`src/include/nx_bridge_cfg.svh`:
```
`ifndef NX_BRIDGE_CFG_SVH
`define NX_BRIDGE_CFG_SVH

// Bus field widths shared by both sides of the bridge
`define NX_ADDR_W 31
`define NX_DATA_W 64
`define NX_ID_W   4
`define NX_TYPE_W 3
`define NX_SIZE_W 8
`define NX_ATTR_W 3

// The request buffer depth must be a power of two
`define NX_FIFO_DEPTH 4

`endif

```
`src/source/nx_bus_pkg.sv`:
```
`default_nettype none

`include "nx_bridge_cfg.svh"

package nx_bus_pkg;

    // ##################################################################
    // Channel words of the request bus
    // ##################################################################

    // Command request word
    typedef struct packed {
        logic [`NX_TYPE_W-1:0] cmd_type;
        logic [`NX_ATTR_W-1:0] attr;
        logic [`NX_SIZE_W-1:0] size;
        logic [`NX_ID_W-1:0]   id;
        logic [`NX_ADDR_W-1:0] addr;
    } nx_creq_t;

    // Write data beat that follows a write command
    typedef struct packed {
        logic [`NX_ID_W-1:0]   id;
        logic [`NX_DATA_W-1:0] data;
        logic [`NX_ATTR_W-1:0] attr;
    } nx_dreq_t;

    // Read return from the slave
    typedef struct packed {
        logic [`NX_ID_W-1:0]   id;
        logic [`NX_DATA_W-1:0] data;
        logic [`NX_ATTR_W-1:0] attr;
    } nx_rreq_t;

    // Command type codes. Every code other than write is read-class
    localparam logic [`NX_TYPE_W-1:0] NX_TYPE_READ  = `NX_TYPE_W'(0);
    localparam logic [`NX_TYPE_W-1:0] NX_TYPE_WRITE = `NX_TYPE_W'(1);

endpackage

`default_nettype wire

```
`src/source/nx_bridge_pkg.sv`:
```
`default_nettype none

`include "nx_bridge_cfg.svh"

package nx_bridge_pkg;

    // Index width into the request buffer
    localparam int NX_IDX_W = $clog2(`NX_FIFO_DEPTH);

    // Buffer pointer with one extra wrap bit on top
    typedef logic [NX_IDX_W:0] nx_ptr_t;

    // One queued request. The data beat is all zero for read-class commands
    typedef struct packed {
        nx_bus_pkg::nx_creq_t creq;
        logic                 has_data;
        nx_bus_pkg::nx_dreq_t dreq;
    } nx_entry_t;

endpackage

`default_nettype wire

```
`src/source/nx_req_capture.sv`:
```
`timescale 1ns/1ps
`default_nettype none

module nx_req_capture (
    input  wire logic                 clk,
    input  wire logic                 rst_n,
    input  wire logic                 creq_valid,
    input  wire nx_bus_pkg::nx_creq_t creq,
    output logic                      creq_rdstall,
    output logic                      creq_wrstall,
    input  wire logic                 dreq_valid,
    input  wire nx_bus_pkg::nx_dreq_t dreq,
    output logic                      dreq_stall,
    output logic                      push,
    output nx_bridge_pkg::nx_entry_t  push_entry,
    input  wire logic                 full
);
    import nx_bus_pkg::*;
    import nx_bridge_pkg::*;

    logic     pend_valid;
    nx_creq_t pend_creq;
    logic     cmd_is_write;
    logic     rd_accept;
    logic     wr_accept;
    logic     beat_accept;

    assign cmd_is_write = (creq.cmd_type == NX_TYPE_WRITE);

    // Commands wait while a write still needs its beat, so order holds
    assign creq_rdstall = full || pend_valid;
    assign creq_wrstall = full || pend_valid;

    // A beat is only taken for the pending write
    assign dreq_stall = !pend_valid || full;

    assign rd_accept   = creq_valid && !cmd_is_write && !creq_rdstall;
    assign wr_accept   = creq_valid && cmd_is_write && !creq_wrstall;
    assign beat_accept = dreq_valid && !dreq_stall;

    // rd_accept and beat_accept never coincide since one needs pend_valid low
    assign push = rd_accept || beat_accept;

    always_comb begin
        push_entry = '0;
        if (beat_accept) begin
            push_entry.creq     = pend_creq;
            push_entry.has_data = 1'b1;
            push_entry.dreq     = dreq;
        end else begin
            push_entry.creq = creq;
        end
    end

    // ##################################################################
    // Pending write command
    // ##################################################################

    always_ff @(posedge clk) begin
        if (!rst_n) begin
            pend_valid <= 1'b0;
        end else if (wr_accept) begin
            pend_valid <= 1'b1;
        end else if (beat_accept) begin
            pend_valid <= 1'b0;
        end
    end

    always_ff @(posedge clk) begin
        if (wr_accept) begin
            pend_creq <= creq;
        end
    end

endmodule

`default_nettype wire

```
`src/source/nx_req_fifo.sv`:
```
`timescale 1ns/1ps
`default_nettype none

`include "nx_bridge_cfg.svh"

module nx_req_fifo (
    input  wire logic                     clk,
    input  wire logic                     rst_n,
    input  wire logic                     push,
    input  wire nx_bridge_pkg::nx_entry_t push_entry,
    input  wire logic                     pop,
    output nx_bridge_pkg::nx_entry_t      head,
    output logic                          full,
    output logic                          empty
);
    import nx_bridge_pkg::*;

    nx_entry_t mem [`NX_FIFO_DEPTH];
    nx_ptr_t   wr_ptr;
    nx_ptr_t   rd_ptr;
    logic      do_push;
    logic      do_pop;

    // Same index with different wrap bits means every slot is taken
    assign empty = (wr_ptr == rd_ptr);
    assign full  = (wr_ptr[NX_IDX_W] != rd_ptr[NX_IDX_W]) &&
                   (wr_ptr[NX_IDX_W-1:0] == rd_ptr[NX_IDX_W-1:0]);

    assign do_push = push && !full;
    assign do_pop  = pop && !empty;

    assign head = mem[rd_ptr[NX_IDX_W-1:0]];

    always_ff @(posedge clk) begin
        if (!rst_n) begin
            wr_ptr <= '0;
            rd_ptr <= '0;
        end else begin
            if (do_push) begin
                wr_ptr <= wr_ptr + 1'b1;
            end
            if (do_pop) begin
                rd_ptr <= rd_ptr + 1'b1;
            end
        end
    end

    always_ff @(posedge clk) begin
        if (do_push) begin
            mem[wr_ptr[NX_IDX_W-1:0]] <= push_entry;
        end
    end

endmodule

`default_nettype wire

```
`src/source/nx_req_issue.sv`:
```
`timescale 1ns/1ps
`default_nettype none

module nx_req_issue (
    input  wire logic                     clk,
    input  wire logic                     rst_n,
    input  wire nx_bridge_pkg::nx_entry_t head,
    input  wire logic                     empty,
    output logic                          pop,
    output logic                          creq_valid,
    output nx_bus_pkg::nx_creq_t          creq,
    input  wire logic                     creq_rdstall,
    input  wire logic                     creq_wrstall,
    output logic                          dreq_valid,
    output nx_bus_pkg::nx_dreq_t          dreq,
    input  wire logic                     dreq_stall
);
    import nx_bus_pkg::*;
    import nx_bridge_pkg::*;

    nx_entry_t out_entry;
    logic      cmd_pend;
    logic      dat_pend;
    logic      out_is_write;
    logic      cmd_done;
    logic      dat_done;
    logic      finishing;
    logic      load;

    // Only write entries carry a data beat
    assign out_is_write = out_entry.has_data;

    // Each channel completes on its own transfer
    assign cmd_done = cmd_pend && !(out_is_write ? creq_wrstall : creq_rdstall);
    assign dat_done = dat_pend && !dreq_stall;

    // True when the register is idle or its last open channel transfers now
    assign finishing = (!cmd_pend || cmd_done) && (!dat_pend || dat_done);
    assign load      = !empty && finishing;
    assign pop       = load;

    assign creq_valid = cmd_pend;
    assign dreq_valid = dat_pend;
    assign creq       = out_entry.creq;
    assign dreq       = out_entry.dreq;

    // ##################################################################
    // Output register and channel tracking
    // ##################################################################

    always_ff @(posedge clk) begin
        if (!rst_n) begin
            cmd_pend <= 1'b0;
            dat_pend <= 1'b0;
        end else if (load) begin
            cmd_pend <= 1'b1;
            dat_pend <= head.has_data;
        end else begin
            if (cmd_done) begin
                cmd_pend <= 1'b0;
            end
            if (dat_done) begin
                dat_pend <= 1'b0;
            end
        end
    end

    always_ff @(posedge clk) begin
        if (load) begin
            out_entry <= head;
        end
    end

endmodule

`default_nettype wire

```
`src/source/nx_bridge_top.sv`:
```
`timescale 1ns/1ps
`default_nettype none

module nx_bridge_top (
    input  wire logic                 clk,
    input  wire logic                 rst_n,

    // Master side
    input  wire logic                 m_creq_valid,
    input  wire nx_bus_pkg::nx_creq_t m_creq,
    output logic                      m_creq_rdstall,
    output logic                      m_creq_wrstall,
    input  wire logic                 m_dreq_valid,
    input  wire nx_bus_pkg::nx_dreq_t m_dreq,
    output logic                      m_dreq_stall,
    output logic                      m_rreq_valid,
    output nx_bus_pkg::nx_rreq_t      m_rreq,
    input  wire logic                 m_rreq_stall,

    // Slave side
    output logic                      s_creq_valid,
    output nx_bus_pkg::nx_creq_t      s_creq,
    input  wire logic                 s_creq_rdstall,
    input  wire logic                 s_creq_wrstall,
    output logic                      s_dreq_valid,
    output nx_bus_pkg::nx_dreq_t      s_dreq,
    input  wire logic                 s_dreq_stall,
    input  wire logic                 s_rreq_valid,
    input  wire nx_bus_pkg::nx_rreq_t s_rreq,
    output logic                      s_rreq_stall
);
    import nx_bridge_pkg::*;

    logic      push;
    nx_entry_t push_entry;
    logic      full;
    nx_entry_t head;
    logic      empty;
    logic      pop;

    nx_req_capture capture0 (
        .clk          (clk),
        .rst_n        (rst_n),
        .creq_valid   (m_creq_valid),
        .creq         (m_creq),
        .creq_rdstall (m_creq_rdstall),
        .creq_wrstall (m_creq_wrstall),
        .dreq_valid   (m_dreq_valid),
        .dreq         (m_dreq),
        .dreq_stall   (m_dreq_stall),
        .push         (push),
        .push_entry   (push_entry),
        .full         (full)
    );

    nx_req_fifo fifo0 (
        .clk        (clk),
        .rst_n      (rst_n),
        .push       (push),
        .push_entry (push_entry),
        .pop        (pop),
        .head       (head),
        .full       (full),
        .empty      (empty)
    );

    nx_req_issue issue0 (
        .clk          (clk),
        .rst_n        (rst_n),
        .head         (head),
        .empty        (empty),
        .pop          (pop),
        .creq_valid   (s_creq_valid),
        .creq         (s_creq),
        .creq_rdstall (s_creq_rdstall),
        .creq_wrstall (s_creq_wrstall),
        .dreq_valid   (s_dreq_valid),
        .dreq         (s_dreq),
        .dreq_stall   (s_dreq_stall)
    );

    // Read returns go straight through with no added latency
    assign m_rreq_valid = s_rreq_valid;
    assign m_rreq       = s_rreq;
    assign s_rreq_stall = m_rreq_stall;

endmodule

`default_nettype wire

```
`config.mk`:
```
export PLATFORM = sky130hd
export DESIGN_NAME = nx_bridge_top
export DESIGN_NICKNAME = d
export VERILOG_FILES = /design/src/source/nx_bus_pkg.sv /design/src/source/nx_bridge_pkg.sv /design/src/source/nx_req_capture.sv /design/src/source/nx_req_fifo.sv /design/src/source/nx_req_issue.sv /design/src/source/nx_bridge_top.sv
export VERILOG_INCLUDE_DIRS = /design/src /design/src/include
export SDC_FILE = /design/constraint.sdc
export NUM_CORES = 1
export LEC_CHECK = 0
export ABC_AREA = 1
export BUFFER_PORTS_ARGS = -buffer_cell sky130_fd_sc_hd__buf_4
export CAP_MARGIN = 20
export CORE_ASPECT_RATIO = 0.5
export CORE_MARGIN = 3
export CORE_UTILIZATION = 50
export DETAILED_ROUTE_END_ITERATION = 7
export PLACE_DENSITY = 0.72
export SKIP_CTS_REPAIR_TIMING = 1
export SLEW_MARGIN = 15
export SYNTH_ARGS = -nofsm -noshare
export SYNTH_HDL_FRONTEND = slang
export SYNTH_SLANG_ARGS = --single-unit
```
`constraint.sdc`:
```
create_clock -name clk -period 12.05 [get_ports clk]
set_input_delay 1.8075 -clock clk [delete_from_list [all_inputs] [get_ports clk]]
set_output_delay 1.8075 -clock clk [all_outputs]
set_load 0.01 [all_outputs]
```
# After elaboration in Yosys (flattened, before gate mapping)
# Memories as Yosys holds them, arrays and structs flattened. A register that Yosys moved wholly into a read port is not among the register bits.
# Cells that the tools add are included.
[classes]
addsub = 2
eq_ne = 4
muxes = 13
reduce_logical = 30
[op_table]
columns = ["cell", "count"]
rows = [
  ["72-bit 2-to-1 mux", 1],
  ["49-bit 2-to-1 mux", 1],
  ["1-bit logical AND", 12],
  ["1-bit zero test", 10],
  ["1-bit 2-to-1 mux", 9],
  ["3-bit by 1-bit adder with 3-bit output, second input constant", 2],
  ["2-bit nonzero test", 3],
  ["1-bit logical OR", 5],
  ["2-bit 2-to-1 mux", 2],
  ["3-bit by 1-bit equality test with 1-bit output, second input constant", 1],
  ["3-bit equality test", 1],
  ["2-bit equality test", 1],
  ["1-bit != test", 1],
]
[totals]
register_bits = 179
ramBits = 484
inputBits = 200
output_inout_bits = 198
word_cells = 69
n_memories = 1
[memory_table]
columns = ["name", "words", "width", "read_ports", "rd_ports_with_merged_regs", "wr", "line", "source"]
rows = [
  ["fifo0.mem", 4, 121, 1, 1, 1, "nx_req_fifo.sv:18", "nx_entry_t mem [`NX_FIFO_DEPTH];"],
]

# Longest topological paths before layout
[logic_depth]
word_depth = 9
ltp_mapped = 10
mapped_depth_nobuf = 10

# By module
# A second synthesis with hierarchy kept.
[unflattened]
cells_unflattened = 1831
area_unflattened_um2 = 25478.2
[modules_own_cells]
columns = ["module", "instances", "cells_per_inst", "area_each_um2", "seq_area_each_um2"]
rows = [
  ["nx_req_fifo", 1, 1245, 18356.4, 14694.1],
  ["nx_req_issue", 1, 137, 3747.3, 3673.5],
  ["nx_req_capture", 1, 376, 2826.5, 1491.4],
  ["nx_bridge_top", 1, 73, 548.0, 0.0],
]

# Worst setup path after synthesis
# No wires, ideal clock.
[synth_path]
path_type = "input to register"
startpoint = "in m_creq[46] in the netlist's numbering"
endpoint = "mem fifo0.mem[0][0] in the netlist's numbering, enable pin"
setup_ns = 0.602
t_arrival_ns = 7.373
required_ns = 11.448
setup_slack_ns = 4.075
stages = 9
path_buffers = 0
cell_sequence = "inv_1 nor2_1 nand2_1 nand2_1 inv_1 nand3_1 nand2_1 inv_1 nor2_1"
[synth_via]
elab_chain_cells = 8
[synth_rtl]
columns = ["element", "line", "source"]
rows = [
  ["from (decl)", "nx_bridge_top.sv:10", "input wire nx_bus_pkg::nx_creq_t m_creq,"],
  ["3-bit by 1-bit equality test with 1-bit output", "nx_req_capture.sv:28", "assign cmd_is_write = (creq.cmd_type == NX_TYPE_WRITE);"],
  ["1-bit zero test", "nx_req_capture.sv:37", "assign rd_accept = creq_valid && !cmd_is_write && !creq_rdstall;"],
  ["1-bit logical AND (2 in series)", "nx_req_capture.sv:37", ""],
  ["1-bit logical OR", "nx_req_capture.sv:42", "assign push = rd_accept || beat_accept;"],
  ["1-bit logical AND", "nx_req_fifo.sv:29", "assign do_push = push && !full;"],
  ["1-bit 2-to-1 mux", "nx_req_fifo.sv:49", "if (do_push) begin"],
  ["1-bit 2-to-1 mux (not written as such)", "nx_req_fifo.sv:50", "mem[wr_ptr[NX_IDX_W-1:0]] <= push_entry;"],
  ["to (decl)", "nx_req_fifo.sv:18", ""],
]
# No other way between the ends.

# Worst setup path in the final report
[layout_path]
startpoint = "in m_dreq_valid"
endpoint = "mem fifo0.mem[2][75] in the netlist's numbering, enable pin"
[layout_via]
elab_chain_cells = 5
[layout_rtl]
columns = ["element", "line", "source"]
rows = [
  ["from (decl)", "nx_bridge_top.sv:13", "input wire logic m_dreq_valid,"],
  ["1-bit logical AND", "nx_req_capture.sv:39", "assign beat_accept = dreq_valid && !dreq_stall;"],
  ["1-bit logical OR", "nx_req_capture.sv:42", ""],
  ["1-bit logical AND", "nx_req_fifo.sv:29", ""],
  ["1-bit 2-to-1 mux", "nx_req_fifo.sv:49", ""],
  ["1-bit 2-to-1 mux (not written as such)", "nx_req_fifo.sv:50", ""],
]
# No other way between the ends.

==> impl_metrics.py <==
metrics = {
    "status": {
        "status": "completed",
    },
    "critical_path": {
        "required_ns": 12.25,
        "ff2ff_path_depth": 11,
        "crit_path_end_kind": "register",
        "r2r_setup_slack_ns": 7.86,
        "cp-start-kind": "input pin",
        "cp_max_fo": 69,
        "worstReg2RegStart": "fifo0.wr_ptr[1]$_SDFFE_PN0P_",
        "worstPathArrival_ns": 4.91,
        "path_class": "input pin to register",
        "reg2reg_to": "fifo0.mem[2][75]$_DFFE_PP_",
    },
    "pwr": {
        "power_leakage_nw": 10.2,
        "vdd_drop_max_mv": 0.127,
        "power.density_nw_per_um2": 221,
    },
    "global_routing": {
        "grt_overflow": 0,
        "grt_pass1_vias": 13600,
        "antenna_found_initial": 1,
        "grt_pass1_wl_mm": 77.5,
        "grtUsageTotal_pct": 18.9,
        "grt_max_degree": 148,
    },
    "placed_design": {
        "dp_hpwl_mm": 29.4,
        "dpl-instance-area_um2": 27100,
        "io_buffers": 251,
        "place_congestion": 0.749,
    },
    "layout": {
        "multi_input_area_um2": 4050,
        "drive_above_1_share_pct": 17.4,
        "post-route-cell-area_um2": 28800,
        "layout_common_cells": "edfxtp_1 (654), nor2_1 (327), buf_4 (269)",
        "post-route-util_pct": 58.6,
        "seq_area_um2": 19900,
        "layout_commonest_cell": "edfxtp_1",
        "synthToLayoutAreaGrowth_pct": 14.1,
        "fin_nets": 2174,
        "nFillCells": 3711,
    },
    "min_path": {
        "hold_depth": 2,
        "worstHoldEndpoint": "issue0.dreq_valid$_SDFFE_PN0P_",
        "hp-class": "register to register",
        "hp-start": "issue0.dreq_valid$_SDFFE_PN0P_",
    },
    "yosys": {
        "synth_nets": 2018,
        "synth.area.top_cells": "edfxtp_1 (78%), nor2_1 (4.9%), o21ai_0 (4.9%)",
        "syn_inst": 1813,
        "ys_seq_elements": 665,
        "ys_types": 21,
        "yosysSeqAreaShare_pct": 78.6,
        "synth_top_area_share_pct": 77.7,
        "syn_area_um2": 25300,
        "syn_avg_cell_area_um2": 13.9,
        "synth_warnings": 0,
        "yosys.area.top_type": "edfxtp_1",
    },
    "drt": {
        "drt-total-wl_mm": 52.0,
        "drtAntennaViolNets": 0,
        "vias": 14200,
        "vias_per_cell": 5.34,
        "avgRoutedWirePerCell_um": 19.6,
        "first_pass_iters": 5,
        "drt_iter0_drc": 1214,
        "drcViolationCount": 0,
    },
    "timing": {
        "slew_headroom_pct": 27.7,
        "worst_pin_slew_ns": 1.08,
        "fmax_ghz": 0.213,
        "rsz0062_at_grt": "no",
        "drv_slew": 0,
        "setup_viol": 0,
        "tns_ns": 0,
        "clock_skew_ns": 0.0161,
        "post-route-period-util_pct": 39.0,
        "hold_slack_ns": 0.475,
        "period_minus_slack_ns": 4.70,
        "hold_viol_final": 0,
    },
    "cts": {
        "h-tree-depth": 2,
        "cts.clk_slew.worst_paths_ns": 0.06,
        "clk_path_buf_depth": 3,
        "cts_tree": "yes",
        "clock-sinks": 665,
        "numCtsBuffers": 56,
        "root_buffer": "clkbuf_16",
        "clock_latency_ns": 0.58,
    },
    "floorplan": {
        "ios": 398,
        "num_rows": 57,
        "dieHeight_um": 165,
        "initial_utilization_pct": 51.4,
        "dieWidth_um": 324,
        "core-area_um2": 49200,
        "dieArea_um2": 53500,
    },
    "run": {
        "maxCapViolCount": 0,
    },
}
==> power breakdown <==
part | internal, mW | switching, mW
sequential | 3.06 | 0.166
clock | 0.961 | 0.756
combinational | 0.502 | 0.935
total | 4.52 | 1.86
==> sequential cells by signal, summed over array words and instances, names as in the netlist, named ones only <==
name / count
issue0.dreq_valid: 1
capture0.pend_creq: 49
issue0.creq: 49
capture0.pend_valid: 1
issue0.creq_valid: 1
issue0.dreq: 71
issue0.out_is_write: 1
fifo0.rd_ptr: 3
fifo0.mem: 484
fifo0.wr_ptr: 3
==> logic make-up after synthesis <==
group,share of synthesized area (%)
DFF,78.6
and+or+nand+nor,7.60
AOI/OAI and AO/OA,7.96
buffers and inverters,5.51
adders and majority gates,0.248
xor gates and xnor gates,0.104
==> synthesized netlist by cell type (all sizes together) <==
cell and instances:
edfxtp 654, nor2 331, o21ai 246, nand2 165
buf 124, o22ai 121, inv 93, clkbuf 47
dfxtp 11, nand3 6, a21oi 5, ha 5
nand4 2, xor2 2, xnor2 1
==> critical path: stages <==
cell	delay [ns]
buf_4	0.09
nand3_4	0.06
buf_4	0.40
nand2_1	0.19
inv_1	0.20
nor2_4	0.62
buf_4	0.70
buf_4	0.76
==> how the worst max path moves through the flow <==
| stage | start | endpoint |
|---|---|---|
| 2_1_floorplan | m_creq[46] | fifo0.mem[0][0]$_DFFE_PP_ |
| 3_3_place_gp | m_dreq_valid | fifo0.mem[2][48]$_DFFE_PP_ |
| 3_5_place_dp | m_dreq_valid | fifo0.mem[2][48]$_DFFE_PP_ |
| 4_1_cts | m_dreq_valid | fifo0.mem[2][2]$_DFFE_PP_ |
| 5_1_grt | m_dreq_valid | fifo0.mem[2][48]$_DFFE_PP_ |
| 6_report | m_dreq_valid | fifo0.mem[2][75]$_DFFE_PP_ |
==> area by class of cell <==
cell class	count	share of cell area, %
Clock inverter	23	0.686
Timing Repair Buffer	269	7.00
Sequential cell	665	68.9
Inverter	93	1.25
Clock buffer	76	5.26
Antenna cell	1	0.00868
Tap cell	649	2.82
Multi-Input combinational cell	884	14.1
==> stage by stage <==
stage                     worst slack, ns  power (mW)  instances
final                                7.35        6.38       2660
after detailed placement             6.68        4.74       2560
after global placement               6.69        4.71       2560
after global routing                 7.10        6.68       2660
after CTS                            7.28        6.45       2659
after floorplan                      4.07        4.11       1813
==> metal layers <==
layer / global-route usage [%] / vias up / part of all wire, %
li1: - / 6730 / -
met2: 35.0 / 375 / 54
met1: 23.1 / 7003 / 38
met3: 2.72 / 108 / 4.7
met5: 0 / - / 0
met4: 5.95 / 0 / 2.5
Note: power is estimated with default switching activity, not from simulation.
